$ cat src/hdl/video_pkg.sv
// ~~~~~~~~~~~~~~~~~~~~~~~~~~~~~~~~~~~~~~~~~~~~~~~~~~~~~~~~~~
// Video types for the crop engine
// pixel format, stream beats, geometry fields, FIFO sizing
// ~~~~~~~~~~~~~~~~~~~~~~~~~~~~~~~~~~~~~~~~~~~~~~~~~~~~~~~~~~
package video_pkg;

  // 8 bits per colour channel
  localparam int PIXEL_W    = 24;
  localparam int DIM_W      = 12;

  // pixel FIFO sizing
  localparam int FIFO_DEPTH = 16;
  localparam int FIFO_PTR_W = $clog2(FIFO_DEPTH);
  localparam int FIFO_CNT_W = $clog2(FIFO_DEPTH + 1);

  // holds width times height
  localparam int PIX_CNT_W  = 2 * DIM_W;

  typedef logic [PIXEL_W-1:0] pixel_t;
  typedef logic [DIM_W-1:0]   dim_t;

  // input beat, sof marks pixel (0,0)
  typedef struct packed {
    logic   sof;
    pixel_t pix;
  } in_beat_t;

  // output beat, last marks the final beat of the output frame
  typedef struct packed {
    logic   last;
    pixel_t pix;
  } out_beat_t;

endpackage

$ cat src/hdl/axil_pkg.sv
// ~~~~~~~~~~~~~~~~~~~~~~~~~~~~~~~~~~~~~~~~~~~~~~~~~~~~~~~~~~
// AXI4-Lite definitions for the crop engine
// channel structs, register map and the configuration record
// ~~~~~~~~~~~~~~~~~~~~~~~~~~~~~~~~~~~~~~~~~~~~~~~~~~~~~~~~~~
package axil_pkg;
  import video_pkg::*;

  localparam int AXIL_ADDR_W = 8;
  localparam int AXIL_DATA_W = 32;
  localparam int AXIL_STRB_W = AXIL_DATA_W / 8;

  localparam logic [1:0] RESP_OKAY = 2'b00;

  // register map
  localparam logic [AXIL_ADDR_W-1:0] REG_CTRL      = 8'h00;
  localparam logic [AXIL_ADDR_W-1:0] REG_IN_DIM    = 8'h04;
  localparam logic [AXIL_ADDR_W-1:0] REG_WIN_START = 8'h08;
  localparam logic [AXIL_ADDR_W-1:0] REG_OUT_DIM   = 8'h0C;
  localparam logic [AXIL_ADDR_W-1:0] REG_FILL      = 8'h10;
  localparam logic [AXIL_ADDR_W-1:0] REG_STATUS    = 8'h14;

  // second geometry field and frame count sit in the upper half
  localparam int DIM_HI_LSB   = 16;
  localparam int STAT_CNT_LSB = 16;
  localparam int FRAME_CNT_W  = 16;

  typedef struct packed {
    logic [AXIL_ADDR_W-1:0] awaddr;
    logic                   awvalid;
    logic [AXIL_DATA_W-1:0] wdata;
    logic [AXIL_STRB_W-1:0] wstrb;
    logic                   wvalid;
    logic                   bready;
    logic [AXIL_ADDR_W-1:0] araddr;
    logic                   arvalid;
    logic                   rready;
  } axil_req_t;

  typedef struct packed {
    logic                   awready;
    logic                   wready;
    logic [1:0]             bresp;
    logic                   bvalid;
    logic                   arready;
    logic [AXIL_DATA_W-1:0] rdata;
    logic [1:0]             rresp;
    logic                   rvalid;
  } axil_rsp_t;

  typedef struct packed {
    logic   enable;
    dim_t   in_w;
    dim_t   in_h;
    dim_t   start_x;
    dim_t   start_y;
    dim_t   out_w;
    dim_t   out_h;
    pixel_t fill;
  } crop_cfg_t;

endpackage

$ cat src/hdl/crop_cfg_regs.sv
// ~~~~~~~~~~~~~~~~~~~~~~~~~~~~~~~~~~~~~~~~~~~~~~~~~~~~~~~~~~
// Crop configuration registers
// AXI4-Lite slave with geometry, fill value, enable and a
// status word holding a sticky done flag and a frame count
// ~~~~~~~~~~~~~~~~~~~~~~~~~~~~~~~~~~~~~~~~~~~~~~~~~~~~~~~~~~
module crop_cfg_regs
  import video_pkg::*;
  import axil_pkg::*;
(
  input  logic      clk,
  input  logic      i_rst_n,
  input  axil_req_t i_axil,
  output axil_rsp_t o_axil,
  input  logic      i_frame_done,
  output crop_cfg_t o_cfg
);

  logic                   aw_pend;
  logic [AXIL_ADDR_W-1:0] aw_addr_q;
  logic                   w_pend;
  logic [AXIL_DATA_W-1:0] w_data_q;
  logic [AXIL_STRB_W-1:0] w_strb_q;
  logic                   aw_hs;
  logic                   w_hs;
  logic                   ar_hs;
  logic                   wr_en;
  logic [AXIL_ADDR_W-1:0] wr_addr;
  logic [AXIL_DATA_W-1:0] wr_data;
  logic [AXIL_STRB_W-1:0] wr_strb;
  logic [AXIL_DATA_W-1:0] wr_old;
  logic [AXIL_DATA_W-1:0] wr_val;
  logic                   bvalid_q;
  logic                   rvalid_q;
  logic [AXIL_DATA_W-1:0] rdata_q;
  crop_cfg_t              cfg_q;
  logic                   done_q;
  logic [FRAME_CNT_W-1:0] frame_cnt_q;

  function automatic logic [AXIL_DATA_W-1:0] reg_read(input logic [AXIL_ADDR_W-1:0] addr);
    logic [AXIL_DATA_W-1:0] val;
    val = '0;
    case (addr)
      REG_CTRL: val[0] = cfg_q.enable;
      REG_IN_DIM: begin
        val[DIM_W-1:0]            = cfg_q.in_w;
        val[DIM_HI_LSB +: DIM_W]  = cfg_q.in_h;
      end
      REG_WIN_START: begin
        val[DIM_W-1:0]            = cfg_q.start_x;
        val[DIM_HI_LSB +: DIM_W]  = cfg_q.start_y;
      end
      REG_OUT_DIM: begin
        val[DIM_W-1:0]            = cfg_q.out_w;
        val[DIM_HI_LSB +: DIM_W]  = cfg_q.out_h;
      end
      REG_FILL: val[PIXEL_W-1:0] = cfg_q.fill;
      REG_STATUS: begin
        val[0]                           = done_q;
        val[STAT_CNT_LSB +: FRAME_CNT_W] = frame_cnt_q;
      end
      default: val = '0;
    endcase
    return val;
  endfunction

  assign aw_hs = i_axil.awvalid && !aw_pend;
  assign w_hs  = i_axil.wvalid && !w_pend;
  assign ar_hs = i_axil.arvalid && !rvalid_q;

  // address and data may come in either order
  assign wr_addr = aw_pend ? aw_addr_q : i_axil.awaddr;
  assign wr_data = w_pend ? w_data_q : i_axil.wdata;
  assign wr_strb = w_pend ? w_strb_q : i_axil.wstrb;
  assign wr_en   = (aw_pend || aw_hs) && (w_pend || w_hs) && !bvalid_q;

  // byte lanes without strobe keep their value
  always_comb begin
    wr_old = reg_read(wr_addr);
    for (int i = 0; i < AXIL_STRB_W; i++) begin
      wr_val[8*i +: 8] = wr_strb[i] ? wr_data[8*i +: 8] : wr_old[8*i +: 8];
    end
  end

  always_ff @(posedge clk) begin
    if (aw_hs) begin
      aw_addr_q <= i_axil.awaddr;
    end
    if (w_hs) begin
      w_data_q <= i_axil.wdata;
      w_strb_q <= i_axil.wstrb;
    end
    if (ar_hs) begin
      rdata_q <= reg_read(i_axil.araddr);
    end
  end

  always_ff @(posedge clk or negedge i_rst_n) begin
    if (!i_rst_n) begin
      aw_pend     <= 1'b0;
      w_pend      <= 1'b0;
      bvalid_q    <= 1'b0;
      rvalid_q    <= 1'b0;
      cfg_q       <= '0;
      done_q      <= 1'b0;
      frame_cnt_q <= '0;
    end else begin
      if (wr_en) begin
        aw_pend  <= 1'b0;
        w_pend   <= 1'b0;
        bvalid_q <= 1'b1;
      end else begin
        if (aw_hs) begin
          aw_pend <= 1'b1;
        end
        if (w_hs) begin
          w_pend <= 1'b1;
        end
        if (bvalid_q && i_axil.bready) begin
          bvalid_q <= 1'b0;
        end
      end

      if (ar_hs) begin
        rvalid_q <= 1'b1;
      end else if (i_axil.rready) begin
        rvalid_q <= 1'b0;
      end

      if (wr_en) begin
        case (wr_addr)
          REG_CTRL: cfg_q.enable <= wr_val[0];
          REG_IN_DIM: begin
            cfg_q.in_w <= wr_val[DIM_W-1:0];
            cfg_q.in_h <= wr_val[DIM_HI_LSB +: DIM_W];
          end
          REG_WIN_START: begin
            cfg_q.start_x <= wr_val[DIM_W-1:0];
            cfg_q.start_y <= wr_val[DIM_HI_LSB +: DIM_W];
          end
          REG_OUT_DIM: begin
            cfg_q.out_w <= wr_val[DIM_W-1:0];
            cfg_q.out_h <= wr_val[DIM_HI_LSB +: DIM_W];
          end
          REG_FILL: cfg_q.fill <= wr_val[PIXEL_W-1:0];
          // write 1 clears done, count is read-only
          REG_STATUS: begin
            if (wr_strb[0] && wr_data[0]) begin
              done_q <= 1'b0;
            end
          end
          default: ;
        endcase
      end

      // a new frame end wins over a clear in the same cycle
      if (i_frame_done) begin
        done_q      <= 1'b1;
        frame_cnt_q <= frame_cnt_q + 1'b1;
      end
    end
  end

  assign o_axil.awready = !aw_pend;
  assign o_axil.wready  = !w_pend;
  assign o_axil.bresp   = RESP_OKAY;
  assign o_axil.bvalid  = bvalid_q;
  assign o_axil.arready = !rvalid_q;
  assign o_axil.rdata   = rdata_q;
  assign o_axil.rresp   = RESP_OKAY;
  assign o_axil.rvalid  = rvalid_q;

  assign o_cfg = cfg_q;

endmodule

$ cat src/hdl/crop_ctrl.sv
// ~~~~~~~~~~~~~~~~~~~~~~~~~~~~~~~~~~~~~~~~~~~~~~~~~~~~~~~~~~
// Crop controller
// tracks the raster position of each input pixel, forwards
// window pixels, pads with the fill value, drains the rest
// ~~~~~~~~~~~~~~~~~~~~~~~~~~~~~~~~~~~~~~~~~~~~~~~~~~~~~~~~~~
module crop_ctrl
  import video_pkg::*;
  import axil_pkg::*;
(
  input  logic      clk,
  input  logic      i_rst_n,
  input  crop_cfg_t i_cfg,
  input  in_beat_t  i_in,
  input  logic      i_in_valid,
  output logic      o_in_ready,
  output out_beat_t o_out,
  output logic      o_out_valid,
  input  logic      i_out_ready,
  output logic      o_frame_done
);

  typedef enum logic [1:0] {
    S_IDLE,
    S_ACTIVE,
    S_PAD,
    S_DRAIN
  } state_t;

  state_t               state;
  crop_cfg_t            cfg_q;
  crop_cfg_t            cfg_cur;
  dim_t                 x;
  dim_t                 y;
  logic [PIX_CNT_W-1:0] out_cnt;
  logic [PIX_CNT_W-1:0] out_cnt_nxt;
  logic [PIX_CNT_W-1:0] out_total;
  out_beat_t            out_q;
  logic                 out_valid_q;
  logic                 frame_done_q;
  logic                 can_push;
  logic                 proc;
  logic                 in_win;
  logic                 last_in;
  logic                 fwd;
  logic                 fill;
  logic                 push;
  logic                 out_done;
  logic                 finish;

  // the sof beat is handled in IDLE, before cfg_q holds it
  assign cfg_cur   = (state == S_IDLE) ? i_cfg : cfg_q;
  assign out_total = cfg_cur.out_w * cfg_cur.out_h;

  // output register free now or emptied this cycle
  assign can_push = !out_valid_q || i_out_ready;

  always_comb begin
    case (state)
      S_IDLE:   o_in_ready = i_cfg.enable && (!i_in.sof || can_push);
      S_ACTIVE: o_in_ready = can_push;
      S_DRAIN:  o_in_ready = 1'b1;
      default:  o_in_ready = 1'b0;
    endcase
  end

  // stray beats before sof are taken but not counted
  assign proc = i_in_valid && o_in_ready && ((state != S_IDLE) || i_in.sof);

  assign in_win = (x >= cfg_cur.start_x) && ((x - cfg_cur.start_x) < cfg_cur.out_w) &&
                  (y >= cfg_cur.start_y) && ((y - cfg_cur.start_y) < cfg_cur.out_h);
  assign last_in = (x == cfg_cur.in_w - 1'b1) && (y == cfg_cur.in_h - 1'b1);

  assign fwd  = proc && in_win && (out_cnt < out_total);
  assign fill = (state == S_PAD) && (out_cnt < out_total) && can_push;
  assign push = fwd || fill;

  assign out_cnt_nxt = push ? out_cnt + 1'b1 : out_cnt;
  assign out_done    = (out_cnt_nxt >= out_total);
  assign finish      = (proc && last_in && out_done) || ((state == S_PAD) && out_done);

  always_ff @(posedge clk) begin
    if ((state == S_IDLE) && proc) begin
      cfg_q <= i_cfg;
    end
    if (push) begin
      out_q.last <= out_done;
      out_q.pix  <= fwd ? i_in.pix : cfg_cur.fill;
    end
  end

  always_ff @(posedge clk or negedge i_rst_n) begin
    if (!i_rst_n) begin
      state        <= S_IDLE;
      x            <= '0;
      y            <= '0;
      out_cnt      <= '0;
      out_valid_q  <= 1'b0;
      frame_done_q <= 1'b0;
    end else begin
      frame_done_q <= 1'b0;

      if (push) begin
        out_valid_q <= 1'b1;
      end else if (i_out_ready) begin
        out_valid_q <= 1'b0;
      end

      if (finish) begin
        state        <= S_IDLE;
        x            <= '0;
        y            <= '0;
        out_cnt      <= '0;
        frame_done_q <= 1'b1;
      end else begin
        out_cnt <= out_cnt_nxt;
        if (proc) begin
          if (x == cfg_cur.in_w - 1'b1) begin
            x <= '0;
            y <= y + 1'b1;
          end else begin
            x <= x + 1'b1;
          end
          // input over first means padding, output full first means draining
          if (last_in) begin
            state <= S_PAD;
          end else if (out_done) begin
            state <= S_DRAIN;
          end else begin
            state <= S_ACTIVE;
          end
        end
      end

      // disable aborts the frame at once
      if (!i_cfg.enable) begin
        state   <= S_IDLE;
        x       <= '0;
        y       <= '0;
        out_cnt <= '0;
      end
    end
  end

  assign o_out        = out_q;
  assign o_out_valid  = out_valid_q;
  assign o_frame_done = frame_done_q;

endmodule

$ cat src/hdl/pixel_fifo.sv
// ~~~~~~~~~~~~~~~~~~~~~~~~~~~~~~~~~~~~~~~~~~~~~~~~~~~~~~~~~~
// Pixel FIFO
// single clock circular buffer, valid/ready on both ports
// ~~~~~~~~~~~~~~~~~~~~~~~~~~~~~~~~~~~~~~~~~~~~~~~~~~~~~~~~~~
module pixel_fifo
  import video_pkg::*;
#(
  parameter type T = pixel_t
) (
  input  logic clk,
  input  logic i_rst_n,
  input  T     i_data,
  input  logic i_valid,
  output logic o_ready,
  output T     o_data,
  output logic o_valid,
  input  logic i_ready
);

  T                      mem [FIFO_DEPTH];
  logic [FIFO_PTR_W-1:0] wr_ptr;
  logic [FIFO_PTR_W-1:0] rd_ptr;
  logic [FIFO_CNT_W-1:0] count;
  logic                  push;
  logic                  pop;

  assign o_ready = (count != FIFO_DEPTH);
  assign o_valid = (count != '0);
  assign push    = i_valid && o_ready;
  assign pop     = o_valid && i_ready;

  // head entry shows straight from the array
  assign o_data = mem[rd_ptr];

  always_ff @(posedge clk) begin
    if (push) begin
      mem[wr_ptr] <= i_data;
    end
  end

  // pointers wrap on their own, depth is a power of two
  always_ff @(posedge clk or negedge i_rst_n) begin
    if (!i_rst_n) begin
      wr_ptr <= '0;
      rd_ptr <= '0;
      count  <= '0;
    end else begin
      if (push) begin
        wr_ptr <= wr_ptr + 1'b1;
      end
      if (pop) begin
        rd_ptr <= rd_ptr + 1'b1;
      end
      case ({push, pop})
        2'b10:   count <= count + 1'b1;
        2'b01:   count <= count - 1'b1;
        default: count <= count;
      endcase
    end
  end

endmodule

$ cat src/hdl/video_crop_top.sv
// ~~~~~~~~~~~~~~~~~~~~~~~~~~~~~~~~~~~~~~~~~~~~~~~~~~~~~~~~~~
// Video crop engine
// register block, input and output FIFOs around the crop
// controller
// ~~~~~~~~~~~~~~~~~~~~~~~~~~~~~~~~~~~~~~~~~~~~~~~~~~~~~~~~~~
module video_crop_top
  import video_pkg::*;
  import axil_pkg::*;
(
  input  logic      clk,
  input  logic      i_rst_n,
  input  axil_req_t i_axil,
  output axil_rsp_t o_axil,
  input  in_beat_t  i_pix,
  input  logic      i_pix_valid,
  output logic      o_pix_ready,
  output out_beat_t o_pix,
  output logic      o_pix_valid,
  input  logic      i_pix_ready
);

  crop_cfg_t cfg;
  logic      frame_done;
  in_beat_t  in_beat;
  logic      in_valid;
  logic      in_ready;
  out_beat_t crop_beat;
  logic      crop_valid;
  logic      crop_ready;

  crop_cfg_regs cfg_regs_i (
    .clk          (clk),
    .i_rst_n      (i_rst_n),
    .i_axil       (i_axil),
    .o_axil       (o_axil),
    .i_frame_done (frame_done),
    .o_cfg        (cfg)
  );

  pixel_fifo #(.T(in_beat_t)) in_fifo_i (
    .clk     (clk),
    .i_rst_n (i_rst_n),
    .i_data  (i_pix),
    .i_valid (i_pix_valid),
    .o_ready (o_pix_ready),
    .o_data  (in_beat),
    .o_valid (in_valid),
    .i_ready (in_ready)
  );

  crop_ctrl ctrl_i (
    .clk          (clk),
    .i_rst_n      (i_rst_n),
    .i_cfg        (cfg),
    .i_in         (in_beat),
    .i_in_valid   (in_valid),
    .o_in_ready   (in_ready),
    .o_out        (crop_beat),
    .o_out_valid  (crop_valid),
    .i_out_ready  (crop_ready),
    .o_frame_done (frame_done)
  );

  pixel_fifo #(.T(out_beat_t)) out_fifo_i (
    .clk     (clk),
    .i_rst_n (i_rst_n),
    .i_data  (crop_beat),
    .i_valid (crop_valid),
    .o_ready (crop_ready),
    .o_data  (o_pix),
    .o_valid (o_pix_valid),
    .i_ready (i_pix_ready)
  );

endmodule

$ cat config.mk
export PLATFORM = sky130hd
export DESIGN_NAME = video_crop_top
export DESIGN_NICKNAME = d
export VERILOG_FILES = /design/src/hdl/video_pkg.sv /design/src/hdl/axil_pkg.sv /design/src/hdl/crop_cfg_regs.sv /design/src/hdl/crop_ctrl.sv /design/src/hdl/pixel_fifo.sv /design/src/hdl/video_crop_top.sv
export SDC_FILE = /design/constraint.sdc
export NUM_CORES = 2
export LEC_CHECK = 0
export BUFFER_PORTS_ARGS = -buffer_cell sky130_fd_sc_hd__buf_2
export CAP_MARGIN = 25
export CORE_MARGIN = 8
export CORE_UTILIZATION = 65
export CTS_CLUSTER_DIAMETER = 200
export DETAILED_ROUTE_END_ITERATION = 6
export GPL_TIMING_DRIVEN = 0
export MAX_ROUTING_LAYER = met4
export PLACE_DENSITY = 0.85
export RECOVER_POWER = 100
export SLEW_MARGIN = 10
export SYNTH_ARGS = -nofsm -noshare
export SYNTH_HDL_FRONTEND = slang
export SYNTH_HIERARCHICAL = 1
export SYNTH_SLANG_ARGS = --single-unit
$ cat constraint.sdc
create_clock -name clk -period 20.2 [get_ports clk]
set_clock_uncertainty 0.15 [all_clocks]
set_input_delay 6.06 -clock clk [delete_from_list [all_inputs] [get_ports clk]]
set_output_delay 6.06 -clock clk [all_outputs]
set_load 0.01 [all_outputs]
Yosys cells after proc, flatten, opt, wreduce, memory -nomap -nowiden
Memory sizes are Yosys's and may differ from the RTL's. Index checks and enable logic that the tools add are counted.

Bits in latches: 0. Register bits after elaboration: 389. Memories: 2. Memory bits (writable): 800. Word-level logic and storage cells: 209. ROM bits: 0. Input bits: 86. Output and inout port bits: 68.

$mul: 1. Muxes and demuxes: 56. Add/subtract/negate cells: 16. Reduce and logical (&&, ||, !) cells: 62. Equal/unequal tests: 24. Magnitude comparators: 6. Bitwise operators: 0. Shift-type cells: 0. Div/mod/pow operators: 0.

Memory list: in_fifo_i.mem (words 16, width 25, rd ports 1, clocked after memory_dff 0, write ports 1, line pixel_fifo.sv:20) `T mem [FIFO_DEPTH];`; out_fifo_i.mem (words 16, width 25, rd ports 1, clocked after memory_dff 0, write ports 1, line pixel_fifo.sv:20).

Operators with widths (count): $mux W12 (8); $mux W24 (4); $mux W96 (1); $pmux W11 S4 (2); $pmux W8 S5 (1); $eq A8 B4 Y1 const B (4); $eq A8 B5 Y1 const B (4); $mux W8 (4); $mux W28 (1); $logic_and A1 B1 Y1 (25); $add A12 B1 Y12 const B (2); $add A24 B1 Y24 const B (1); $eq A12 B12 Y1 (2); $ge A12 B12 Y1 (2); $ge A24 B24 Y1 (1); $lt A12 B12 Y1 (2); $lt A24 B24 Y1 (1); $mul A12 B12 Y24 (1); $pmux W8 S3 (1); $sub A12 B1 Y12 const B (2); $sub A12 B12 Y12 (2); $reduce_bool A2 Y1 (11); $pmux W5 S2 (2); $mux W1 (19); other kinds (24) (62).

Depth between registers and ports, before layout
Depth in word-level cells: 17. Depth in mapped cells: 53. Depth with buffers taken out: 45.

Cells and area by module
Netlist, hierarchy kept.

By module, submodules not included: pixel_fifo (in_fifo_i) (cells each 812, times used 1, area an instance 16096.7 µm², sequential area each 12336.8 µm²); pixel_fifo (out_fifo_i) (cells each 812, times used 1, area an instance 16094.2 µm², sequential area each 12336.8 µm²); crop_ctrl (cells each 1655, times used 1, area an instance 15700.1 µm², sequential area each 4934.7 µm²); crop_cfg_regs (cells each 780, times used 1, area an instance 8887.3 µm², sequential area each 5114.9 µm²).

Least setup slack after synthesis
OpenSTA, ideal clock, no wires.

Kind: reg2reg. From: reg ctrl_i.state[1]. To: reg ctrl_i.out_cnt[18]. Cell stages (with the launch flop): 51. Data required time: 19.956 ns. Slack: 7.574 ns. Clock period less this slack: 12.626 ns. Path buffers: 9. Arrival time: 12.382 ns. Library setup time: 0.094 ns. Cells stage by stage: dfrtp_1 nor2_1 buf_2 buf_2 buf_2 buf_4 buf_2 clkbuf_1 clkbuf_1 nand2_1 nand2_1 nand2_1 fa_1 fa_1 inv_1 fa_1 fa_1 inv_1 (+15 left out) o311ai_1 nand4_2 nor2_1 clkbuf_1 nand3_1 xnor2_1 ha_1 and3_1 a221oi_1 a21boi_0 o221ai_1 nand4_1 a21o_1 a311o_1 a32oi_1 a21oi_2 buf_4 a211oi_1.

Word-level cells in the longest chain between the ends: 16. Elaborated cells on any way between the ends: 39. Those cells by class: add/sub: 4; mul: 1; order compare: 6; eq/ne: 5; mux: 5; reduce/logical: 18.

RTL lines: start, declared (line crop_ctrl.sv:29) `state_t state;`; start signal, assigned (line crop_ctrl.sv:93) `state <= S_IDLE;`; start signal, assigned (line crop_ctrl.sv:109) `state <= S_IDLE;`; start signal, assigned (line crop_ctrl.sv:125) `state <= S_PAD;`; branches (longest 9 deep; another with $mul A12 B12 Y24); $logic_or A1 B1 Y1 * (line crop_ctrl.sv:75) `assign push = fwd || fill;`; net ctrl_i.push (line crop_ctrl.sv:46) `logic push;`; $mux W24 * (line crop_ctrl.sv:77) `assign out_cnt_nxt = push ? out_cnt + 1'b1 : out_cnt;`; $ge A24 B24 Y1 (line crop_ctrl.sv:78) `assign out_done = (out_cnt_nxt >= out_total);`; $logic_and A1 B1 Y1 (line crop_ctrl.sv:79) `assign finish = (proc && last_in && out_done) || ((state == S_PAD) && out_done);`; $logic_or A1 B1 Y1 (line crop_ctrl.sv:79); $mux W24 * (line crop_ctrl.sv:108) `if (finish) begin`; $mux W24 * (line crop_ctrl.sv:135) `if (!i_cfg.enable) begin`; end signal, assigned (line crop_ctrl.sv:115) `out_cnt <= out_cnt_nxt;`; end, declared (line crop_ctrl.sv:34) `logic [PIX_CNT_W-1:0] out_cnt;`.

Mark *: on every way through the listed nets, which the timed path passes. A chain may end at the register's enable or synchronous reset.

Final worst setup path
From: reg ctrl_i.state[1]. To: reg ctrl_i.y[7].

Word-level cells in the longest chain between the ends: 16. Elaborated cells on any way between the ends: 42. Those cells by class: add/sub: 4; mul: 1; order compare: 6; eq/ne: 7; mux: 5; reduce/logical: 19.

RTL lines: branches (longest 16 deep; another with $mul A12 B12 Y24); end signal, assigned (line crop_ctrl.sv:119) `y <= y + 1'b1;`; end, declared (line crop_ctrl.sv:33) `dim_t y;`.

Several ways; the timed one is not identified.

==> results.ini <==
[status]
status=finished with violations
violations=antenna rules, DRC, capacitance limit, slew limit

[synth]
muxShareOfSynthArea_pct=10.0
synth-compound-area-share_pct=8.40
synth-simple-area-share_pct=7.73
seq_area_frac_synth_pct=61.2
synth_edf_count=993
synth_top_family_by_area=multiplexers
synthXorXnorAreaFrac_pct=2.04
async_flop_share_pct=16.5
syn_area_um2=56800
synthCells=4059
synthAdderAreaFrac_pct=7.45
synth_seq_cells=1189
yosysWarnings=6
postSynthAreaPerCell_um2=14.0
synth_flop_cell=edfxtp_1
synth_cell_types=102

[floorplan]
ioPinCount=154
start_util_pct=65.6
dieArea_um2=97100
coreArea_um2=86600
die_w_um=312
die_y_um=312
row_count=108

[grt]
grt_busiest_layer=met2
antenna_found_initial=8
globalRoute.totalOverflow=0
grt_use_met1_pct=39.9
grt_max_degree=92
grt.met2_usage_pct=50.5
use_met3_pct=6.32
grt_pass1_vias=38172
gr-usage-all-layers_pct=31.8
grt_pass1_wl_um=230000

[sta]
final_hold_viol_count=0
tightest_slew_ns=5.27
rsz0062_at_grt=false
min_period_over_period_pct=84.6
min_period_ns=17.10
finalSetupTns_ns=0
setup_viol=0
slew_violations=529
holdWs_ns=0.313
max_freq_mhz=58.5
slew_headroom_pct=-251

[power_and_ir_drop]
comb_power_share_pct=50.7
internal_power_mw=6.20
clkPwrFrac_pct=20.3
power_switching_mw=4.43
power.leakage_nw=23.5
fin_total_pwr_mw=10.6
ir_worst_vdd_v=0.000262
p_per_area_nw_per_um2=170
p_sw_share_pct=41.7
seqPwrFrac_pct=29.0

[place]
portBuffers=145
placedCellCount=5419
gp_congestion=0.975
dp_hpwl_um=105000

[hold_path]
min_from=cfg_regs_i/frame_cnt_q[15]$_DFFE_PN0P_
worstHoldPathType=flop to flop
hold_path_depth=1
min_to=cfg_regs_i/frame_cnt_q[15]$_DFFE_PN0P_

[clock_network]
clkSinkCount=1189
post_cts_buffers=0
cts_hold_buf=0
cts_made_buffers=113
cts_resized=0
clkTransAtPathRegs_ns=0.07
clock_path_buffers=3
htreeDepth=3
root_buffer=clkbuf_16
cts_tree=done
insertion_delay_ns=0.72

[critical_path]
slowest_delay_ns=1.40
startpoint_type=flop
critPathKind=flop to flop
cp_slowest_cell=nor4_1
arrival_ns=17.51
end_kind=flop
r2r-end=ctrl_i/y[7]$_DFFE_PN0P_
crit_required_ns=20.61
r2r-start=ctrl_i/state[1]$_DFFE_PN0P_
crit_path_max_fanout=10
ff2ff_setup_slack_ns=3.10
crit_path_frequent_cell=clkbuf_1
reg2regPathDepth=50

[route]
routed_wl_um=155000
antenna_left=1
wl_per_cell_um=27.4
vias=38111
drtPass1Iterations=7
drc=12
vias_per_cell=6.75
drt_iter0_markers=5252

[cells_and_area]
fin_nets=4741
drive_gt1_share_pct=10.1
stdcell_count=5647
area_growth_pct=10.4
final_common_cell=edfxtp_1
mostFrequentLayoutCells=edfxtp_1 (993), nand2_1 (427), clkbuf_1 (301)

[job]
max-cap-violations=22

power by group through the flow:
stage / combinational (mW) / sequential [mW] / clock [mW]
floorplan: 3.90 / 3.06 / 0
global placement: 5.04 / 3.12 / 0
CTS: 5.41 / 3.07 / 2.16
finish: 5.39 / 3.09 / 2.16
detailed placement: 5.31 / 3.12 / 0
global route: 5.96 / 3.10 / 2.25
metrics by stage:
stage               utilization [%]  worst slack (ns)  area (um^2)
finish                         72.4              3.10        62700
global route                   72.3              2.28        62700
CTS                            73.9              5.42        64000
detailed placement             69.6              5.62        60300
global placement               68.1              4.60        59000
floorplan                         -              7.57        56800
cells in the mapped netlist, drive strengths merged (13+ instances only):
cell    number  share of area [%]
nor2       214                1.4
a22oi       71               0.96
and3        24               0.26
fa         104                3.7
a22o        30               0.48
nand2      428                2.8
a21o        23               0.30
nor4        17               0.28
buf        107                1.3
a31oi       48               0.53
and2        23               0.26
a222oi      18               0.32
nand3       42               0.37
a21oi       86               0.76
ha         171                3.8
mux2        41               0.81
or3         13               0.15
nor2b       25               0.28
inv        195                1.3
mux4       100                4.0
a221oi     105                1.6
mux2i      295                5.2
clkbuf      90               0.63
xor2        34               0.52
edfxtp     993                 53
nor3        70               0.65
xnor2       98                1.5
nand2b      15               0.17
o21ai      186                1.7
nand4       24               0.33
dfrtp      196                8.6
flip-flops by register name, summed over array words and instances, names as in the netlist, 16 cells and up:
signal / flops
cfg_regs_i/rdata_q: 32
in_fifo_i/mem: 400
out_fifo_i/mem: 400
ctrl_i/out_cnt: 24
cfg_regs_i/o_cfg: 97
cfg_regs_i/frame_cnt_q: 16
ctrl_i/o_out: 25
ctrl_i/cfg_q: 96
cfg_regs_i/w_data_q: 28
worst max-delay path, delay by kind of cell, from the launching register on:
family                   cells  cell delay, ns
flip-flops                   1            0.47
XOR/XNOR                     2            0.53
buffers and inverters       11            4.47
adder cells (fa/ha/maj)      8            3.51
AND/OR/NAND/NOR             10            3.68
AO/OA/AOI/OAI               19            4.16
layout make-up:
class	instances	area, um^2
Antenna cell	14	35.0
Inverter	201	754
Fill cell	5315	23900
Buffer	197	1010
Sequential cell	1189	34700
Timing Repair Buffer	203	810
Multi-Input combinational cell	2475	20100
Clock buffer	135	2950
Tap cell	1155	1450
Clock inverter	78	815
worst max path at each step:
stage	to	cells after the start	from
floorplan	ctrl_i/out_cnt[18]$_DFF_PN0_	50	ctrl_i/state[1]$_DFFE_PN0P_
CTS	ctrl_i/out_cnt[18]$_DFF_PN0_	50	ctrl_i/state[1]$_DFFE_PN0P_
global route	ctrl_i/y[1]$_DFFE_PN0P_	51	ctrl_i/state[1]$_DFFE_PN0P_
detailed placement	ctrl_i/x[2]$_DFFE_PN0P_	50	ctrl_i/state[1]$_DFFE_PN0P_
global placement	ctrl_i/y[3]$_DFFE_PN0P_	50	ctrl_i/state[1]$_DFFE_PN0P_
finish	ctrl_i/y[7]$_DFFE_PN0P_	50	ctrl_i/state[1]$_DFFE_PN0P_
cell families (layout without fill, tap and decap cells):
family,count (synthesis),in the layout
DFF,1189,1189
xor gates and xnor gates,132,132
and+or+nand+nor,944,944
adders and majority gates,276,276
AOI/OAI and AO/OA,683,683
buffers and inverters,398,814
muxes,436,436
other,1,18
metal layers:
layer | vias up | part of all wire [%]
met5 | - | 0
met4 | 0 | 5.3
met3 | 581 | 11
met2 | 2772 | 48
met1 | 18775 | 36
li1 | 15983 | -
Power figures use the tool's default switching activity.
